==> config.mk <==
export PLATFORM = sky130hd
export DESIGN_NAME = uram_clear_seq
export DESIGN_NICKNAME = d
export VERILOG_FILES = /design/src/uram_cfg_pkg.sv /design/src/uram_clear_seq.sv
export SDC_FILE = /design/constraint.sdc
export NUM_CORES = 1
export LEC_CHECK = 0
export BUFFER_PORTS_ARGS = -buffer_cell sky130_fd_sc_hd__buf_2
export CAP_MARGIN = 20
export CORE_AREA = 2 2 75 77
export CTS_BUF_LIST = sky130_fd_sc_hd__clkbuf_4
export CTS_CLUSTER_SIZE = 10
export DETAILED_ROUTE_END_ITERATION = 12
export DIE_AREA = 0 0 77 79
export GPL_TIMING_DRIVEN = 0
export PLACE_DENSITY = 0.77
export SYNTH_ARGS = -nofsm -noshare
export SYNTH_HDL_FRONTEND = slang
export SYNTH_SLANG_ARGS = --single-unit
export TNS_END_PERCENT = 30
==> constraint.sdc <==
create_clock -name clk -period 1.8 [get_ports clk]
set_clock_uncertainty 0.15 [all_clocks]
set_input_delay 0 -clock clk [delete_from_list [all_inputs] [get_ports clk]]
set_output_delay 0 -clock clk [all_outputs]
set_load 0.05 [all_outputs]
==> src/uram_cfg_pkg.sv <==
//################################################
// Geometry and latency of the shared table memory
// Word width is always NUM_COL full byte columns
// RD_LAT counts from the accepting cycle to rvalid
//################################################

package uram_cfg_pkg;

  // Address space
  localparam int ADDR_W = 12;
  localparam int DEPTH  = 1 << ADDR_W;       // Full power-of-two table

  // Byte columns
  localparam int NUM_COL = 9;
  localparam int COL_W   = 8;
  localparam int DATA_W  = NUM_COL * COL_W;  // Always whole columns

  // Output side
  localparam int NBPIPE = 3;                 // Data pipeline stages
  localparam int RD_LAT = NBPIPE + 2;        // Array read and output register on top

  // Post-reset zero sweep, one word per cycle
  localparam int CLEAR_CYCLES = DEPTH;

  typedef logic [ADDR_W-1:0]  addr_t;
  typedef logic [DATA_W-1:0]  data_t;
  typedef logic [NUM_COL-1:0] wmask_t;       // One bit per byte column

endpackage

==> src/uram_clear_seq.sv <==
//################################################
// Zero sweep of every word after reset
// Owns port A until done, then passes it through
// One idle handover cycle before done rises
//################################################
`timescale 1ns/100ps

module uram_clear_seq (
  input  logic                 clk,
  input  logic                 rsta,

  // From the arbiter
  input  logic                 i_en,
  input  uram_cfg_pkg::wmask_t i_wmask,
  input  uram_cfg_pkg::addr_t  i_addr,
  input  uram_cfg_pkg::data_t  i_wdata,

  // To memory port A
  output logic                 o_en,
  output uram_cfg_pkg::wmask_t o_wmask,
  output uram_cfg_pkg::addr_t  o_addr,
  output uram_cfg_pkg::data_t  o_wdata,

  output logic                 o_clear_done
);

  logic [uram_cfg_pkg::ADDR_W:0] cnt;  // Top bit set once every word is written
  logic                          sweep;

  assign sweep = (cnt < uram_cfg_pkg::CLEAR_CYCLES);

  always_ff @(posedge clk)
  begin
    if (rsta)
    begin
      cnt          <= '0;
      o_clear_done <= 1'b0;
    end
    else
    begin
      if (sweep)
        cnt <= cnt + 1'b1;     // Parks past the last word
      if (!sweep)
        o_clear_done <= 1'b1;  // Sticky
    end
  end

  // Port A mux
  always_comb
  begin
    if (sweep)
    begin
      o_en    = 1'b1;
      o_wmask = '1;                                   // All columns
      o_addr  = cnt[uram_cfg_pkg::ADDR_W-1:0];
      o_wdata = '0;
    end
    else
    begin
      o_en    = i_en;   // Arbiter is idle until done anyway
      o_wmask = i_wmask;
      o_addr  = i_addr;
      o_wdata = i_wdata;
    end
  end

endmodule

==> results_dict.tcl, run 1 <==
set metrics [dict create \
    dpl.hpwl_um 4750 \
    max-vdd-ir-drop_v 0.000232 \
    slowest_delay_ps 550 \
    hp-class "input pin to output pin" \
    async_reset_ff_frac 0 \
    antenna_found_initial 3 \
    vias 1814 \
    firstDrtPassIters 4 \
    antenna_left 0 \
    syn_to_final_growth_pct 85.3 \
    power.density_nw_per_um2 273 \
    whs_ps 245 \
    synth_top_area_frac 0.343 \
    drv_slew 0 \
    die_y_um 79 \
    endpoint "cnt[10]$_SDFFE_PP0N_" \
    synth_area_sq_um 1310 \
    r2r_cells 4 \
    avgSynthCellArea_sq_um 7.59 \
    synthesis.nets 270 \
    crit_type "register to register" \
    drive_above_1_share 0.603 \
    place_area_sq_um 2350 \
    synthDistinctLibCells 29 \
    setup_tns_ps 0 \
    dieArea_sq_um 6080 \
    die_x_um 77 \
    grt_pass1_wl_um 8460 \
    arrival_ps 1760 \
    min_period_ps 1700 \
    clock-root-buffer "clkbuf_4" \
    htreeDepth 1 \
    cts.path.max_buffers 2 \
    cp-end-kind "register" \
    synth_flop_cell "dfxtp_1" \
    cts_setup_buffers 0 \
    route.detailed.drc 0 \
    row_count 27 \
    wire_per_inst_um 12.3 \
    synthCells 173 \
    boundaryPins 191 \
    crit_slowest_cell "or4_1" \
    synth-edff-count 0 \
    io_buffers 190 \
    drt-total-wl_um 5390 \
    yosysMostFrequentCell "and2_1" \
    cts_buffers 3 \
    ys_seq_area_frac 0.214 \
    grt_usage 0.170 \
    clock_sinks 14 \
    yosys-top-cells-count "and2_1 (72), dfxtp_1 (14), mux2_2 (11)" \
    p_leak_nw 1.46 \
    finalCritPeriodShare 0.944 \
    clkTransAtPathRegs_ps 90 \
    synth.area.top_cells "and2_1 (34%), dfxtp_1 (21%), mux2_2 (9.4%)" \
    overflow 0 \
    layout.nets 466 \
    worstSkewPairLatency_ps 290 \
    tightest_slew_ps 471 \
    timing.slew.headroom 0.686 \
    gp_congestion 0.871 \
    r2r_slack_ps 100 \
    start_util 0.246 \
    fmax_mhz 589 \
    viasPerCell 4.12 \
    synth_seq_cells 14 \
    grt_pass1_vias 1704 \
    drt_iter0_drc 36 \
    ys_warn_count 0 \
    status "completed" \
    cts_tree "built" \
    grt_max_degree 11 \
    rr_startpoint "cnt[0]$_SDFFE_PP0N_" \
    rr_endpoint "cnt[10]$_SDFFE_PP0N_" \
    crit_chain "ha_2, nand3b_1, or4_1, a21oi_1" \
    setup_viol 0 \
    power.total_uw 664 \
    rsz0062_at_grt "false" \
    fin_area_sq_um 2430 \
    diodes 0 \
    critical_path_required_ps 1860 \
    startpoint "cnt[0]$_SDFFE_PP0N_" \
    cp_max_fo 6 \
    synth_top_area_cell "and2_1" \
    maxCapViolations 0 \
    cp-start-kind "register" \
    core_sq_um 5340 \
    whs_path_depth 4 \
    hold_violations 0 \
]
-- worst min path at each step --
stage	from	endpoint	slack, ps
2_1_floorplan	rsta	cnt[6]$_SDFFE_PP0N_	-80
3_3_place_gp	rsta	cnt[6]$_SDFFE_PP0N_	100
3_5_place_dp	rsta	cnt[8]$_SDFFE_PP0N_	100
4_1_cts	i_wmask[6]	o_wmask[6]	250
5_1_grt	i_wmask[1]	o_wmask[1]	260
6_report	i_addr[10]	o_addr[10]	240
-- routing by layer --
metal / track usage / vias to the layer above / wire [um]
li1: - / 952 / -
met1: 0.201 / 756 / 2200
met2: 0.284 / 85 / 2540
met3: 0.0636 / 15 / 516
met4: 0.0571 / 6 / 97
met5: 0 / - / 41
-- critical path: cells and delay by family, from the launching register on --
| family | cells | cell delay (ps) |
|---|---|---|
| AO/OA/AOI/OAI | 1 | 150 |
| flip-flops | 1 | 390 |
| AND/OR/NAND/NOR | 2 | 740 |
| adder cells (fa/ha/maj) | 1 | 200 |
-- kinds of logic after synthesis --
logic type                 synth area share
and+or+nand+nor                       0.536
DFF                                   0.214
AOI/OAI and AO/OA                    0.0629
xor gates and xnor gates             0.0267
adders and majority gates           0.00953
buffers and inverters                0.0496
muxes                                 0.102
-- metrics by stage --
| step | cells | util | setup slack, ps |
|---|---|---|---|
| floorplan | 173 | - | -128 |
| global placement | 435 | 0.441 | 39.2 |
| detailed placement | 435 | 0.441 | 13.6 |
| CTS | 440 | 0.450 | 23.4 |
| global route | 440 | 0.456 | 9.26 |
| finish | 440 | 0.456 | 102 |
-- where the power goes --
part	switching [mW]	leakage, nW	internal (mW)
combinational	0.0630	1.33	0.0931
sequential	0.00808	0.114	0.316
clock	0.104	0.0154	0.0806
-- cells in the final DEF (no fill, tap or decap), drive strengths merged, types with 3 or more instances in the layout --
cell and instances:
o31ai 3, nand2 4, or4 3, xor2 3, or3 4, nor2 8, inv 3, buf 189
o21ai 5, dfxtp 14, a21oi 7, and2 72, nand2b 10, mux2 11, clkbuf 17
-- timing repair --
| action | 4_1_cts | 5_1_grt |
|---|---|---|
| setup endpoints to repair | 95 | 64 |
| pin swaps | 0 | 1 |
| hold endpoints to repair | 4 | 0 |
| gates resized for setup | 9 | 20 |
| hold buffers | 1 | 0 |
-- sequential cells by signal, summed over array words and instances (netlist names) --
| signal | cells |
|---|---|
| cnt | 13 |
| o_clear_done | 1 |
-- cell type report --
class,instances,area (sq um)
fillers,549,2910
repair buffers,191,978
multi-input cells,143,970
flip-flops and latches,14,288
well taps,72,90.1
plain buffers,13,68.8
clock buffers,3,22.5
inverters,3,11.3
clock inverters,1,3.75
(Power assumes the default switching activity.)
==> run 2, diff against run 1 <==
- CORE_AREA: 2 2 75 77 -> 2 2 74 76
- DIE_AREA: 0 0 77 79 -> 0 0 76 78
- PLACE_DENSITY: 0.77 -> 0.82
- SKIP_CTS_REPAIR_TIMING: unset -> 1
- clock period: 1.8 -> 1.5 ns (I/O delays scaled with it)
==> run 2 against run 1 <==
Net effect: combinational power increased by 26%; the run now ends with negative setup slack left; critical path depth stayed put; first-iteration DRC count is 39% higher; sequential power rose by 20%; design area grew 11%.
==> results_dict.tcl, run 2 (synthesis gave the netlist of run 1 again) <==
set metrics [dict create \
    layout.nets 469 \
    timing.slew.headroom 0.699 \
    grt_pass1_vias 1833 \
    drv_slew 0 \
    maxCapViolations 0 \
    fin_ws_ps -116 \
    cts_tree "built" \
    worstSkewPairLatency_ps 270 \
    drive_above_1_share 0.641 \
    p_leak_nw 1.47 \
    failed_checks "negative setup slack" \
    largest_reg_flops 13 \
    whs_ps 188 \
    firstDrtPassIters 4 \
    viasPerCell 4.35 \
    diodes 0 \
    reg_top3 "cnt (13), o_clear_done (1)" \
    start_util 0.260 \
    tightest_slew_ps 451 \
    htreeDepth 1 \
    rr_startpoint "cnt[1]$_SDFFE_PP0N_" \
    finalCritPeriodShare 1.08 \
    cp-start-kind "register" \
    setup_tns_ps -1140 \
    hold_violations 0 \
    drt_iter0_drc 50 \
    cp-end-kind "register" \
    nFillCells 477 \
    overflow 0 \
    clkTransAtPathRegs_ps 80 \
    crit_type "register to register" \
    power.density_nw_per_um2 294 \
    setup_viol 28 \
    rsz0062_at_grt "true" \
    antenna_left 0 \
    core_sq_um 5040 \
    dpl.hpwl_um 4790 \
    startpoint "cnt[1]$_SDFFE_PP0N_" \
    layout_common_cells "buf_2 (130), and2_1 (69), clkbuf_4 (46), buf_4 (17), buf_6 (12)" \
    grt_pass1_wl_um 8740 \
    grt_max_degree 11 \
    dieArea_sq_um 5930 \
    cts.path.max_buffers 2 \
    min_period_ps 1620 \
    status "finished, violations left" \
    critical_path_required_ps 1550 \
    hp-class "input pin to output pin" \
    fmax_mhz 619 \
    regMostFlops "cnt" \
    cts_buffers 3 \
    mostFrequentLayoutCell "buf_2" \
    io_buffers 190 \
    max-vdd-ir-drop_v 0.000256 \
    hp-start "i_addr[10]" \
    die_y_um 78 \
    die_x_um 76 \
    antenna_found_initial 0 \
    multi_input_area_sq_um 1020 \
    route.detailed.drc 0 \
    gp_congestion 0.791 \
    arrival_ps 1670 \
    syn_to_final_growth_pct 106 \
    row_count 26 \
    vias 1915 \
    boundaryPins 191 \
    seqCellArea_sq_um 295 \
    clock-root-buffer "clkbuf_4" \
    grt_usage 0.180 \
    drt-total-wl_um 5950 \
    wire_per_inst_um 13.5 \
    cp_max_fo 5 \
    clock_sinks 14 \
]
[run 2: per-stage QoR]
| stage | setup WS [ps] | cell area [sq um] | power [mW] | util | instances |
|---|---|---|---|---|---|
| floorplan | -46.7 | 1320 | 0.456 | - | 173 |
| global placement | -307 | 2360 | 0.580 | 0.467 | 433 |
| detailed placement | -320 | 2360 | 0.584 | 0.467 | 433 |
| CTS | -639 | 2380 | 0.786 | 0.472 | 436 |
| global route | -148 | 2710 | 0.839 | 0.537 | 440 |
| finish | -116 | 2710 | 0.796 | 0.537 | 440 |
[run 2: power breakdown]
group | internal (mW) | switching (mW) | leakage (nW)
Sequential | 0.377 | 0.0110 | 0.117
Combinational | 0.116 | 0.0798 | 1.34
Clock | 0.0928 | 0.119 | 0.0138
Total | 0.586 | 0.210 | 1.47
[run 2: final cells by class]
class	count	share of cell area
Tap cell	70	0.0323
Clock buffer	3	0.00831
Sequential cell	14	0.109
Buffer	13	0.0392
Timing Repair Buffer	194	0.431
Multi-Input combinational cell	143	0.376
Inverter	3	0.00416
[run 2: path summary, 6_finish.rpt]
check / end / slack (ps) / cells after the start
min reg2reg: o_clear_done$_SDFFE_PP0P_ / 320 / 2
max: cnt[10]$_SDFFE_PP0N_ / -120 / 4
max reg2reg: cnt[10]$_SDFFE_PP0N_ / -120 / 4
min: o_addr[10] / 190 / 4
[run 2: metal layers]
metal | vias to the layer above | part of all wire | track usage
met3 | 0 | 0.062 | 0.0174
met1 | 856 | 0.42 | 0.237
met4 | 0 | 0 | 0.0345
li1 | 964 | - | -
met2 | 95 | 0.52 | 0.321
met5 | - | 0 | 0
[run 2: critical path: stages (launching register included)]
cell,delay (ps)
dfxtp_4,390
ha_4,150
nand3b_1,160
or4_1,560
a21oi_1,130
