--- src/uram_cfg_pkg.sv ---
//################################################
// Geometry and latency of the shared table memory
// Word width is always NUM_COL full byte columns
// RD_LAT counts from the accepting cycle to rvalid
//################################################

package uram_cfg_pkg;

  // Address space
  localparam int ADDR_W = 12;
  localparam int DEPTH  = 1 << ADDR_W;       // Full power-of-two table

  // Byte columns
  localparam int NUM_COL = 9;
  localparam int COL_W   = 8;
  localparam int DATA_W  = NUM_COL * COL_W;  // Always whole columns

  // Output side
  localparam int NBPIPE = 3;                 // Data pipeline stages
  localparam int RD_LAT = NBPIPE + 2;        // Array read and output register on top

  // Post-reset zero sweep, one word per cycle
  localparam int CLEAR_CYCLES = DEPTH;

  typedef logic [ADDR_W-1:0]  addr_t;
  typedef logic [DATA_W-1:0]  data_t;
  typedef logic [NUM_COL-1:0] wmask_t;       // One bit per byte column

endpackage

--- src/uram_arb_pkg.sv ---
//################################################
// Client set sharing memory port A
// Grant logic is written for exactly two clients
//################################################

package uram_arb_pkg;

  localparam int NUM_CLIENTS = 2;
  localparam int CID_W       = $clog2(NUM_CLIENTS);

  typedef logic [CID_W-1:0] cid_t;

  // Client ids as carried with each read
  localparam cid_t CID_C0 = cid_t'(0);
  localparam cid_t CID_C1 = cid_t'(1);

  // Winner assumed at reset so client 0 takes the first tie
  localparam cid_t CID_RST_LAST = CID_C1;

endpackage

--- src/uram_port_arb.sv ---
//################################################
// Round-robin share of port A by two clients
// Requests are held levels, grant is same-cycle
// Read data cannot be stalled, no back-pressure
//################################################
`timescale 1ns/100ps

module uram_port_arb (
  input  logic                 clk,
  input  logic                 rsta,
  input  logic                 i_clear_done,

  // Client 0
  input  logic                 i_c0_req,
  input  uram_cfg_pkg::wmask_t i_c0_wmask,   // Zero mask is a read
  input  uram_cfg_pkg::addr_t  i_c0_addr,
  input  uram_cfg_pkg::data_t  i_c0_wdata,
  output logic                 o_c0_gnt,
  output logic                 o_c0_rvalid,
  output uram_cfg_pkg::data_t  o_c0_rdata,

  // Client 1
  input  logic                 i_c1_req,
  input  uram_cfg_pkg::wmask_t i_c1_wmask,
  input  uram_cfg_pkg::addr_t  i_c1_addr,
  input  uram_cfg_pkg::data_t  i_c1_wdata,
  output logic                 o_c1_gnt,
  output logic                 o_c1_rvalid,
  output uram_cfg_pkg::data_t  o_c1_rdata,

  // Port A side
  output logic                 o_en,
  output uram_cfg_pkg::wmask_t o_wmask,
  output uram_cfg_pkg::addr_t  o_addr,
  output uram_cfg_pkg::data_t  o_wdata,
  input  logic                 i_rvalid,
  input  uram_cfg_pkg::data_t  i_rdata
);

  logic                req0;
  logic                req1;
  logic                rd_gnt;                          // Granted access is a read
  uram_arb_pkg::cid_t  last_win;
  uram_arb_pkg::cid_t  win;
  uram_arb_pkg::cid_t  tag_sr [uram_cfg_pkg::RD_LAT];   // Owner of each read in flight
  logic                rv     [uram_arb_pkg::NUM_CLIENTS];
  uram_cfg_pkg::data_t hold   [uram_arb_pkg::NUM_CLIENTS];
  uram_cfg_pkg::data_t rdata  [uram_arb_pkg::NUM_CLIENTS];

  // Nothing granted while the sweep runs
  assign req0 = i_c0_req & i_clear_done;
  assign req1 = i_c1_req & i_clear_done;

  // On a tie the loser of the last grant goes first
  assign o_c0_gnt = req0 & (~req1 | (last_win == uram_arb_pkg::CID_C1));
  assign o_c1_gnt = req1 & (~req0 | (last_win == uram_arb_pkg::CID_C0));
  assign win      = o_c1_gnt ? uram_arb_pkg::CID_C1 : uram_arb_pkg::CID_C0;

  // Winner onto port A
  assign o_en    = o_c0_gnt | o_c1_gnt;
  assign o_wmask = o_c1_gnt ? i_c1_wmask : i_c0_wmask;
  assign o_addr  = o_c1_gnt ? i_c1_addr  : i_c0_addr;
  assign o_wdata = o_c1_gnt ? i_c1_wdata : i_c0_wdata;
  assign rd_gnt  = o_en & ~|o_wmask;

  always_ff @(posedge clk)
  begin
    if (rsta)
      last_win <= uram_arb_pkg::CID_RST_LAST;
    else if (o_en)
      last_win <= win;
  end

  // Id travels beside the memory pipeline, tail meets i_rvalid
  always_ff @(posedge clk)
  begin
    if (rd_gnt)
      tag_sr[0] <= win;
    for (int s = 1; s < uram_cfg_pkg::RD_LAT; s++)
      tag_sr[s] <= tag_sr[s-1];
  end

  // Return routing, each client keeps its last word
  for (genvar c = 0; c < uram_arb_pkg::NUM_CLIENTS; c++)
  begin : g_ret
    assign rv[c] = i_rvalid &
                   (tag_sr[uram_cfg_pkg::RD_LAT-1] == uram_arb_pkg::cid_t'(c));

    always_ff @(posedge clk)
    begin
      if (rsta)
        hold[c] <= '0;
      else if (rv[c])
        hold[c] <= i_rdata;
    end

    assign rdata[c] = rv[c] ? i_rdata : hold[c];  // New word shows with its valid
  end

  assign o_c0_rvalid = rv[0];
  assign o_c0_rdata  = rdata[0];
  assign o_c1_rvalid = rv[1];
  assign o_c1_rdata  = rdata[1];

endmodule

--- config.mk ---
export PLATFORM = sky130hd
export DESIGN_NAME = uram_port_arb
export DESIGN_NICKNAME = d
export VERILOG_FILES = /design/src/uram_cfg_pkg.sv /design/src/uram_arb_pkg.sv /design/src/uram_port_arb.sv
export SDC_FILE = /design/constraint.sdc
export NUM_CORES = 1
export LEC_CHECK = 0
export ABC_AREA = 1
export BUFFER_PORTS_ARGS = -buffer_cell sky130_fd_sc_hd__buf_4
export CAP_MARGIN = 20
export CORE_AREA = 2 2 198 200
export DETAILED_ROUTE_END_ITERATION = 8
export DIE_AREA = 0 0 200 202
export PLACE_DENSITY_LB_ADDON = 0.3
export SYNTH_ARGS = -nofsm -noshare
export SYNTH_HDL_FRONTEND = slang
export SYNTH_SLANG_ARGS = --single-unit
--- constraint.sdc ---
create_clock -name clk -period 2.7 [get_ports clk]
set_input_delay 0.27 -clock clk [delete_from_list [all_inputs] [get_ports clk]]
set_output_delay 0.27 -clock clk [all_outputs]
set_load 0.02 [all_outputs]
==> qor.yml, run 1 <==
logic_synthesis:
  synth-async-reset-ratio: 0
  ys_warn_count: 0
  synth_area_sq_um: 8150
  syn_avg_cell_area_sq_um: 7.94
  yosysMostFrequentCell: "nand2_1"
  ys_ff_latch: 150
  synth_edf_count: 145
  synth.top_cells.by_count: "nand2_1, nor2_1, edfxtp_1, o21ai_0, inv_1"
  synth_top_area_cell: "edfxtp_1"
  synthTopCellsByArea: "edfxtp_1, nand2_1, o21ai_0"
  synth.top_cell.area_share: 0.534
  synth_fp_nets: 1291
  synthCells: 1027
  ys_seq_area_frac: 0.547
  ys_types: 19
  ys.flop_type: "edfxtp_1"
sta:
  hold_slack_ns: 0.185
  period_share: 0.934
  worstMarginPinSlew_ns: 0.640
  max_freq_ghz: 0.396
  slew_viol_final: 0
  rsz0062_at_grt: "false"
  finalSetupViolations: 0
  setup_slack_ns: 0.178
  fin_crit_ns: 2.52
  clock_skew_ns: 0.00763
  slew_headroom: 0.573
  finalHoldViolCount: 0
  tns_ns: 0
detailed_routing:
  wirelength_microns: 34200
  dr_total_vias: 8440
  wl_per_cell_microns: 16.8
  first_pass_iters: 6
  drtIter0Drc: 318
  ant_nets: 0
  viasPerCell: 4.14
  drc: 0
power_and_ir_drop:
  pwr-share-comb: 0.237
  vdd_drop_max_v: 0.000367
  seqPwrFrac: 0.401
  p_leak_nw: 6.55
  clockPowerShare: 0.362
  switching_power_mw: 1.92
  power.share.switching: 0.285
  intPower_mw: 4.80
  p_per_area_nw_per_um2: 515
clock_network:
  clk_pin_slew_ns: 0.07
  post_cts_buffers: 0
  cts_root_buf: "clkbuf_16"
  cts_tree: "yes"
  cts-resized-gates: 0
  numClockSinks: 150
  cts_buffers: 17
  clockBufferDepth: 2
  clk_latency_ns: 0.42
  cts_hold_buffers: 0
  ctsHtreeMaxLevel: 4
floorplanning:
  initial_utilization: 0.213
  rows: 72
  io-pin-count: 506
  core_region_area_sq_um: 38300
  dieArea_sq_um: 40400
  die_w_microns: 200
  die_h_microns: 202
critical_path:
  worst_setup_path_start_kind: "register"
  worst-setup-path-type: "reg -> out"
  cp-end-kind: "output pin"
  required_ns: 2.43
  cp_max_fo: 52
  crit_arrival_ns: 2.25
final_layout:
  drive_gt1_frac: 0.382
  syn_to_final_growth_pct: 60.2
  fin_area_sq_um: 13100
  nets: 1769
run:
  drv_cap: 0
placement:
  gp_congestion: 0.933
  dpl_cell_area_sq_um: 12500
  post-dp-hpwl_microns: 27200
  place_ws_ns: 0.551
  io_buffers: 505
worst_hold_path:
  hold_class: "in -> reg"
global_routing:
  grt_overflow: 0
  antenna_found_initial: 1
  track_usage: 0.163
  grt_max_degree: 75
  grt_pass1_wl_microns: 48900
  first_global_vias: 8291
outcome:
  status: "finished clean"
-- cell usage in the layout (no fill, tap or decap), drive strengths merged --
cell type  netlist  layout
dfxtp            5       5
buf             37     523
nor2           153     153
clkinvlp         0       2
inv             77      80
a21oi            1       1
nand2          430     430
clkinv           1       8
clkbuf          27      17
edfxtp         145     145
bufinv           0       3
nand3            6       6
o21ai          145     145
diode            0       1
-- stage by stage --
stage                     utilization  cells  power, mW
after CTS                       0.341   2036       6.81
final                           0.341   2037       6.72
after floorplan                     -   1027       3.46
after global placement          0.325   2004       4.34
after detailed placement        0.325   2004       4.35
after global routing            0.341   2037       7.00
-- critical path: stages, from the launching register on --
cell	delay, ns
dfxtp_1	0.42
nand2_2	0.16
nand2_4	0.52
buf_12	0.29
nand2_1	0.07
nand2_1	0.17
buf_4	0.18
-- worst paths after layout --
path	startpoint	endpoint	slack, ns	depth (start not counted)
hold / removal	i_clear_done	last_win$_SDFFE_PP1P_	0.19	4
setup / recovery	last_win$_SDFFE_PP1P_	o_wdata[25]	0.18	6
hold reg to reg	tag_sr[0][2]$_DFF_P_	tag_sr[0][3]$_DFF_P_	0.33	0
setup reg to reg	tag_sr[0][4]$_DFF_P_	hold[0][12]$_SDFFCE_PN0P_	0.76	4
-- per-layer routing --
metal	routed length, microns	track usage	vias to the layer above
met3	2490	0.0459	40
met1	12600	0.172	3870
met5	0	0	-
li1	-	-	4215
met2	17900	0.298	315
met4	1200	0.0712	0
-- cell families (layout without fill, tap and decap cells) --
group                  Yosys count  in the layout  synth area share
buffers and inverters          142            633            0.0807
AND/OR/NAND/NOR                589            589             0.282
flip-flops                     150            150             0.547
AO/OA/AOI/OAI                  146            146            0.0910
other                            0              1                 0
-- power groups by stage --
stage	Combinational (mW)	Clock [mW]	Sequential, mW
after floorplan	0.726	0	2.74
after global placement	1.60	0	2.74
after detailed placement	1.61	0	2.74
after CTS	1.61	2.50	2.69
after global routing	1.70	2.59	2.70
final	1.59	2.43	2.69
-- registers in the layout, summed over array words and instances, names as in the netlist --
| register | flops |
|---|---|
| tag_sr | 5 |
| hold | 144 |
| last_win | 1 |
-- final cells by class --
class	instances	area, sq um
diodes	1	2.50
clock buffers	17	425
clock inverters	15	178
fillers	4175	25200
inverters	78	297
multi-input cells	735	3060
flip-flops and latches	150	4450
well taps	518	648
repair buffers	523	3990
Note: power is estimated with default switching activity, not from simulation.
==> inputs of run 2 (changes only) <==
--- a/config.mk
+++ b/config.mk
@@ -8,9 +8,9 @@
 export ABC_AREA = 1
 export BUFFER_PORTS_ARGS = -buffer_cell sky130_fd_sc_hd__buf_4
 export CAP_MARGIN = 20
-export CORE_AREA = 2 2 198 200
+export CORE_AREA = 2 2 195 197
 export DETAILED_ROUTE_END_ITERATION = 8
-export DIE_AREA = 0 0 200 202
+export DIE_AREA = 0 0 197 199
 export PLACE_DENSITY_LB_ADDON = 0.3
 export SYNTH_ARGS = -nofsm -noshare
 export SYNTH_HDL_FRONTEND = slang
==> qor.yml, run 2 (synthesis results as in run 1) <==
outcome:
  status: "finished clean"
final_layout:
  most-common-layout-cells: "buf_4, nand2_1, nor2_1"
  syn_to_final_growth_pct: 59.8
  top_regs: "hold x144, tag_sr x5, last_win x1"
  finish.utilization: 0.351
  drive_gt1_frac: 0.380
  max_flop_register: "hold"
  largest_reg_flops: 144
  fin_area_sq_um: 13000
  nets: 1766
  final_common_cell: "buf_4"
clock_network:
  numClockSinks: 150
  clk_pin_slew_ns: 0.07
  post_cts_buffers: 0
  clockBufferDepth: 2
  clk_latency_ns: 0.42
  cts_hold_buffers: 0
  cts_tree: "yes"
  cts-resized-gates: 0
  ctsHtreeMaxLevel: 4
  cts_buffers: 17
  cts_root_buf: "clkbuf_16"
detailed_routing:
  wirelength_microns: 33300
  drc: 0
  viasPerCell: 4.26
  dr_total_vias: 8485
  wl_per_cell_microns: 16.7
  drtIter0Drc: 372
  ant_nets: 0
  first_pass_iters: 4
floorplanning:
  rows: 71
  initial_utilization: 0.219
  core_region_area_sq_um: 37100
  io-pin-count: 506
  dieArea_sq_um: 39200
  die_h_microns: 199
  die_w_microns: 197
sta:
  finalHoldViolCount: 0
  finalSetupViolations: 0
  slew_viol_final: 0
  slew_headroom: 0.561
  setup_slack_ns: 0.495
  rsz0062_at_grt: "false"
  tns_ns: 0
  worstMarginPinSlew_ns: 0.658
  period_share: 0.817
  clock_skew_ns: 0.0101
  max_freq_ghz: 0.454
  fin_crit_ns: 2.20
critical_path:
  path_buf_inv: 2
  path_cells: "a21oi_4 > buf_4 > nand2_1 > nand2_1 > buf_4"
  required_ns: 2.43
  cp_slowest_cell: "buf_4"
  reg2reg_to: "tag_sr[0][0]$_DFFE_PP_"
  reg2reg_depth: 8
  cp_max_fo: 64
  worstSetupPathDepth: 5
  cp-end-kind: "output pin"
  crit_arrival_ns: 1.93
  worst_setup_path_start_kind: "register"
  r2r_start: "last_win$_SDFFE_PP1P_"
  slowest_delay_ns: 0.53
  worst-setup-path-type: "reg -> out"
  r2r_slack_ns: 1.00
  critPathTopFamily: "buffers and inverters"
worst_hold_path:
  min_to: "hold[1][68]$_SDFFCE_PN0P_"
  hold_class: "in -> reg"
  min_from: "i_rdata[68]"
  min_delay_path_depth: 3
placement:
  gp_congestion: 0.964
  post-dp-hpwl_microns: 25900
  place_ws_ns: 0.830
  io_buffers: 505
  dpl_cell_area_sq_um: 12400
run:
  drv_cap: 0
power_and_ir_drop:
  total_power_mw: 6.79
  intPower_mw: 4.95
  p_per_area_nw_per_um2: 521
  power.share.switching: 0.272
  pwr-share-comb: 0.233
  p_leak_nw: 6.56
  seqPwrFrac: 0.396
  vdd_drop_max_v: 0.000311
  clockPowerShare: 0.371
  switching_power_mw: 1.84
global_routing:
  grt_max_degree: 93
  track_usage: 0.163
  grt_overflow: 0
  first_global_vias: 8090
  grt_pass1_wl_microns: 47800
  antenna_found_initial: 3
[run 2: changes by cell type in the layout (fill, tap and decap cells not counted), sizes merged]
cell      change
clkinv        -5
inv           -2
buf           -3
diode         +2
clkinvlp      -1
clkbuf        +7
bufinv        +1
[run 2: worst max path at each step]
| stage | startpoint | endpoint |
|---|---|---|
| 6_report | last_win$_SDFFE_PP1P_ | o_wdata[37] |
| 5_1_grt | last_win$_SDFFE_PP1P_ | o_wdata[37] |
| 4_1_cts | last_win$_SDFFE_PP1P_ | o_wdata[10] |
| 3_5_place_dp | i_c1_req | o_wdata[10] |
| 3_3_place_gp | i_c1_req | o_wdata[37] |
| 2_1_floorplan | tag_sr[0][4]$_DFF_P_ | hold[1][0]$_SDFFCE_PN0P_ |
[run 2: power by group through the flow]
stage,Combinational [mW],Sequential (mW),Clock (mW)
CTS,1.61,2.69,2.58
global route,1.71,2.70,2.68
finish,1.58,2.69,2.52
detailed placement,1.61,2.74,0
floorplan,0.726,2.74,0
global placement,1.60,2.74,0
[run 2: worst reg2reg max path, delay by kind of cell, from the launching register on]
family | cells | cell delay, ns
AND/OR/NAND/NOR | 7 | 0.74
flip-flops | 1 | 0.44
buffers and inverters | 1 | 0.31
[run 2: layer usage]
layer  vias up  global-route usage  part of all wire
met5         -                   0                 0
met4         0              0.0938             0.053
met3        63              0.0478             0.068
met2       332               0.285              0.51
met1      3880               0.175              0.36
li1       4210                   -                 -
[run 2: final cells by class]
cell class	count	area [sq um]
Clock inverter	8	150
Antenna cell	3	7.51
Multi-Input combinational cell	735	3060
Clock buffer	24	472
Sequential cell	150	4450
Fill cell	3955	24100
Timing Repair Buffer	520	3990
Tap cell	474	593
Inverter	78	297
[run 2: per-stage QoR]
step                      hold slack (ns)  std cells
after CTS                           0.155       1989
after floorplan                     0.310       1027
after detailed placement            0.317       1957
final                               0.183       1992
after global routing                0.166       1992
after global placement              0.315       1957
==> inputs of run 3 (changes only) <==
==> constraint.sdc (replaced) <==
create_clock -name clk -period 1.9 [get_ports clk]
set_input_delay 0.19 -clock clk [delete_from_list [all_inputs] [get_ports clk]]
set_output_delay 0.19 -clock clk [all_outputs]
set_load 0.02 [all_outputs]
==> qor.yml, run 3 (synthesis results as in run 1) <==
critical_path:
  required_ns: 1.71
  path_cells: "nor2_4 > inv_6 > buf_16 > buf_4 > o21ai_0 > buf_4"
  critPathTopFamily: "buffers and inverters"
  cpMostUsedCell: "buf_4"
  worst-setup-path-type: "reg -> out"
  cp-end-kind: "output pin"
  worst_setup_path_start_kind: "register"
  cp_max_fo: 15
  crit_arrival_ns: 1.67
  cp_slowest_cell: "dfxtp_2"
  slowest_delay_ns: 0.34
  path_buf_inv: 4
placement:
  post-dp-hpwl_microns: 27200
  dpl_cell_area_sq_um: 12600
  dp.cells: 1977
  gp_congestion: 0.926
  io_buffers: 505
clock_network:
  cts_buffers: 17
  ctsHtreeMaxLevel: 4
  cts_tree: "yes"
  clk_pin_slew_ns: 0.06
  clk_latency_ns: 0.42
  clockBufferDepth: 2
  cts_root_buf: "clkbuf_16"
  cts_hold_buffers: 0
  numClockSinks: 150
sta:
  fin_crit_ns: 1.86
  worstMarginPinSlew_ns: 0.430
  rsz0062_at_grt: "true"
  tns_ns: 0
  finalSetupViolations: 0
  period_share: 0.981
  slew_headroom: 0.713
  clock_skew_ns: 0.00526
  max_freq_ghz: 0.537
  finalHoldViolCount: 0
  slew_viol_final: 0
power_and_ir_drop:
  total_power_mw: 9.69
  p_per_area_nw_per_um2: 716
  p_leak_nw: 6.81
  vdd_drop_max_v: 0.000471
global_routing:
  grt_overflow: 0
  track_usage: 0.169
  antenna_found_initial: 1
  grt_pass1_wl_microns: 49800
  grt_max_degree: 57
  first_global_vias: 8434
final_layout:
  largest_reg_flops: 144
  finish.utilization: 0.365
  top_regs: "hold x144, tag_sr x5, last_win x1"
  fillers: 3922
  most-common-layout-cells: "buf_4, nand2_1, nor2_1"
  final_common_cell: "buf_4"
  instances_no_fill: 2024
  max_flop_register: "hold"
  nets: 1801
  drive_gt1_frac: 0.397
  syn_to_final_growth_pct: 66.1
  fin_area_sq_um: 13500
floorplanning:
  dieArea_sq_um: 39200
  initial_utilization: 0.219
  die_h_microns: 199
  core_region_area_sq_um: 37100
  io-pin-count: 506
  rows: 71
  die_w_microns: 197
detailed_routing:
  ant_nets: 0
  viasPerCell: 4.34
  first_pass_iters: 5
  drtIter0Drc: 337
  wirelength_microns: 35800
  drc: 0
  dr_total_vias: 8786
  wl_per_cell_microns: 17.7
outcome:
  status: "finished clean"
run:
  drv_cap: 0
worst_hold_path:
  hold_class: "in -> reg"
==> run 3: cell count changes in the layout (fill, tap and decap cells not counted), sizes merged <==
cell | previous run | this run
diode | 3 | 1
buf | 520 | 550
inv | 78 | 77
nand2 | 430 | 431
clkinv | 3 | 7
==> run 3: power breakdown <==
| group | total (mW) | switching (mW) | internal (mW) |
|---|---|---|---|
| combinational | 2.38 | 1.33 | 1.05 |
| sequential | 3.83 | 0.0424 | 3.78 |
| clock | 3.48 | 1.31 | 2.17 |
==> run 3: cell type report <==
type	instances	area [sq um]	area share
well taps	474	593	0.0438
diodes	1	2.50	0.000185
flip-flops and latches	150	4460	0.329
repair buffers	554	4490	0.332
clock inverters	11	158	0.0116
clock buffers	20	437	0.0323
multi-input cells	736	3100	0.229
inverters	78	299	0.0221
==> run 3: repair_timing <==
| item | CTS | global route |
|---|---|---|
| gates cloned | 1 | 6 |
| gates resized for setup | 15 | 41 |
| buffers inserted | 6 | 2 |
| hold endpoints to repair | 0 | 0 |
| setup endpoints to repair | 131 | 88 |
| pin swaps | 3 | 2 |
==> run 3: metrics by stage <==
stage / hold slack [ns] / setup WS [ns]
CTS: 0.0699 / 0.00264
detailed placement: 0.312 / 0.267
floorplan: 0.310 / 0.0120
global placement: 0.331 / 0.275
finish: 0.0983 / 0.0368
global route: 0.0907 / -0.0598
==> run 3: worst register-to-register path: stages, from the launching register on <==
cell and delay (ns):
dfxtp_2 0.39, a21oi_4 0.10, buf_6 0.15, buf_12 0.15, nand2_1 0.08, nand2_2 0.06
nor2_1 0.10, nand2_1 0.06, nor2_1 0.14
==> run 3: final timing paths <==
check                                           start                         to  slack, ns  cells past startpoint
worst max-delay path             tag_sr[0][4]$_DFF_P_             o_c0_rdata[31]       0.04                      6
worst min-delay path                      i_rdata[30]  hold[1][30]$_SDFFCE_PN0P_        0.1                      3
worst max register to register  last_win$_SDFFE_PP1P_     tag_sr[0][0]$_DFFE_PP_       0.39                      8
worst min register to register   tag_sr[0][3]$_DFF_P_       tag_sr[0][4]$_DFF_P_       0.33                      0
==> run 3: per-layer routing <==
metal | global-route usage | part of all wire
met4 | 0.0824 | 0.040
met3 | 0.0456 | 0.070
met2 | 0.306 | 0.52
met1 | 0.182 | 0.37
met5 | 0 | 0
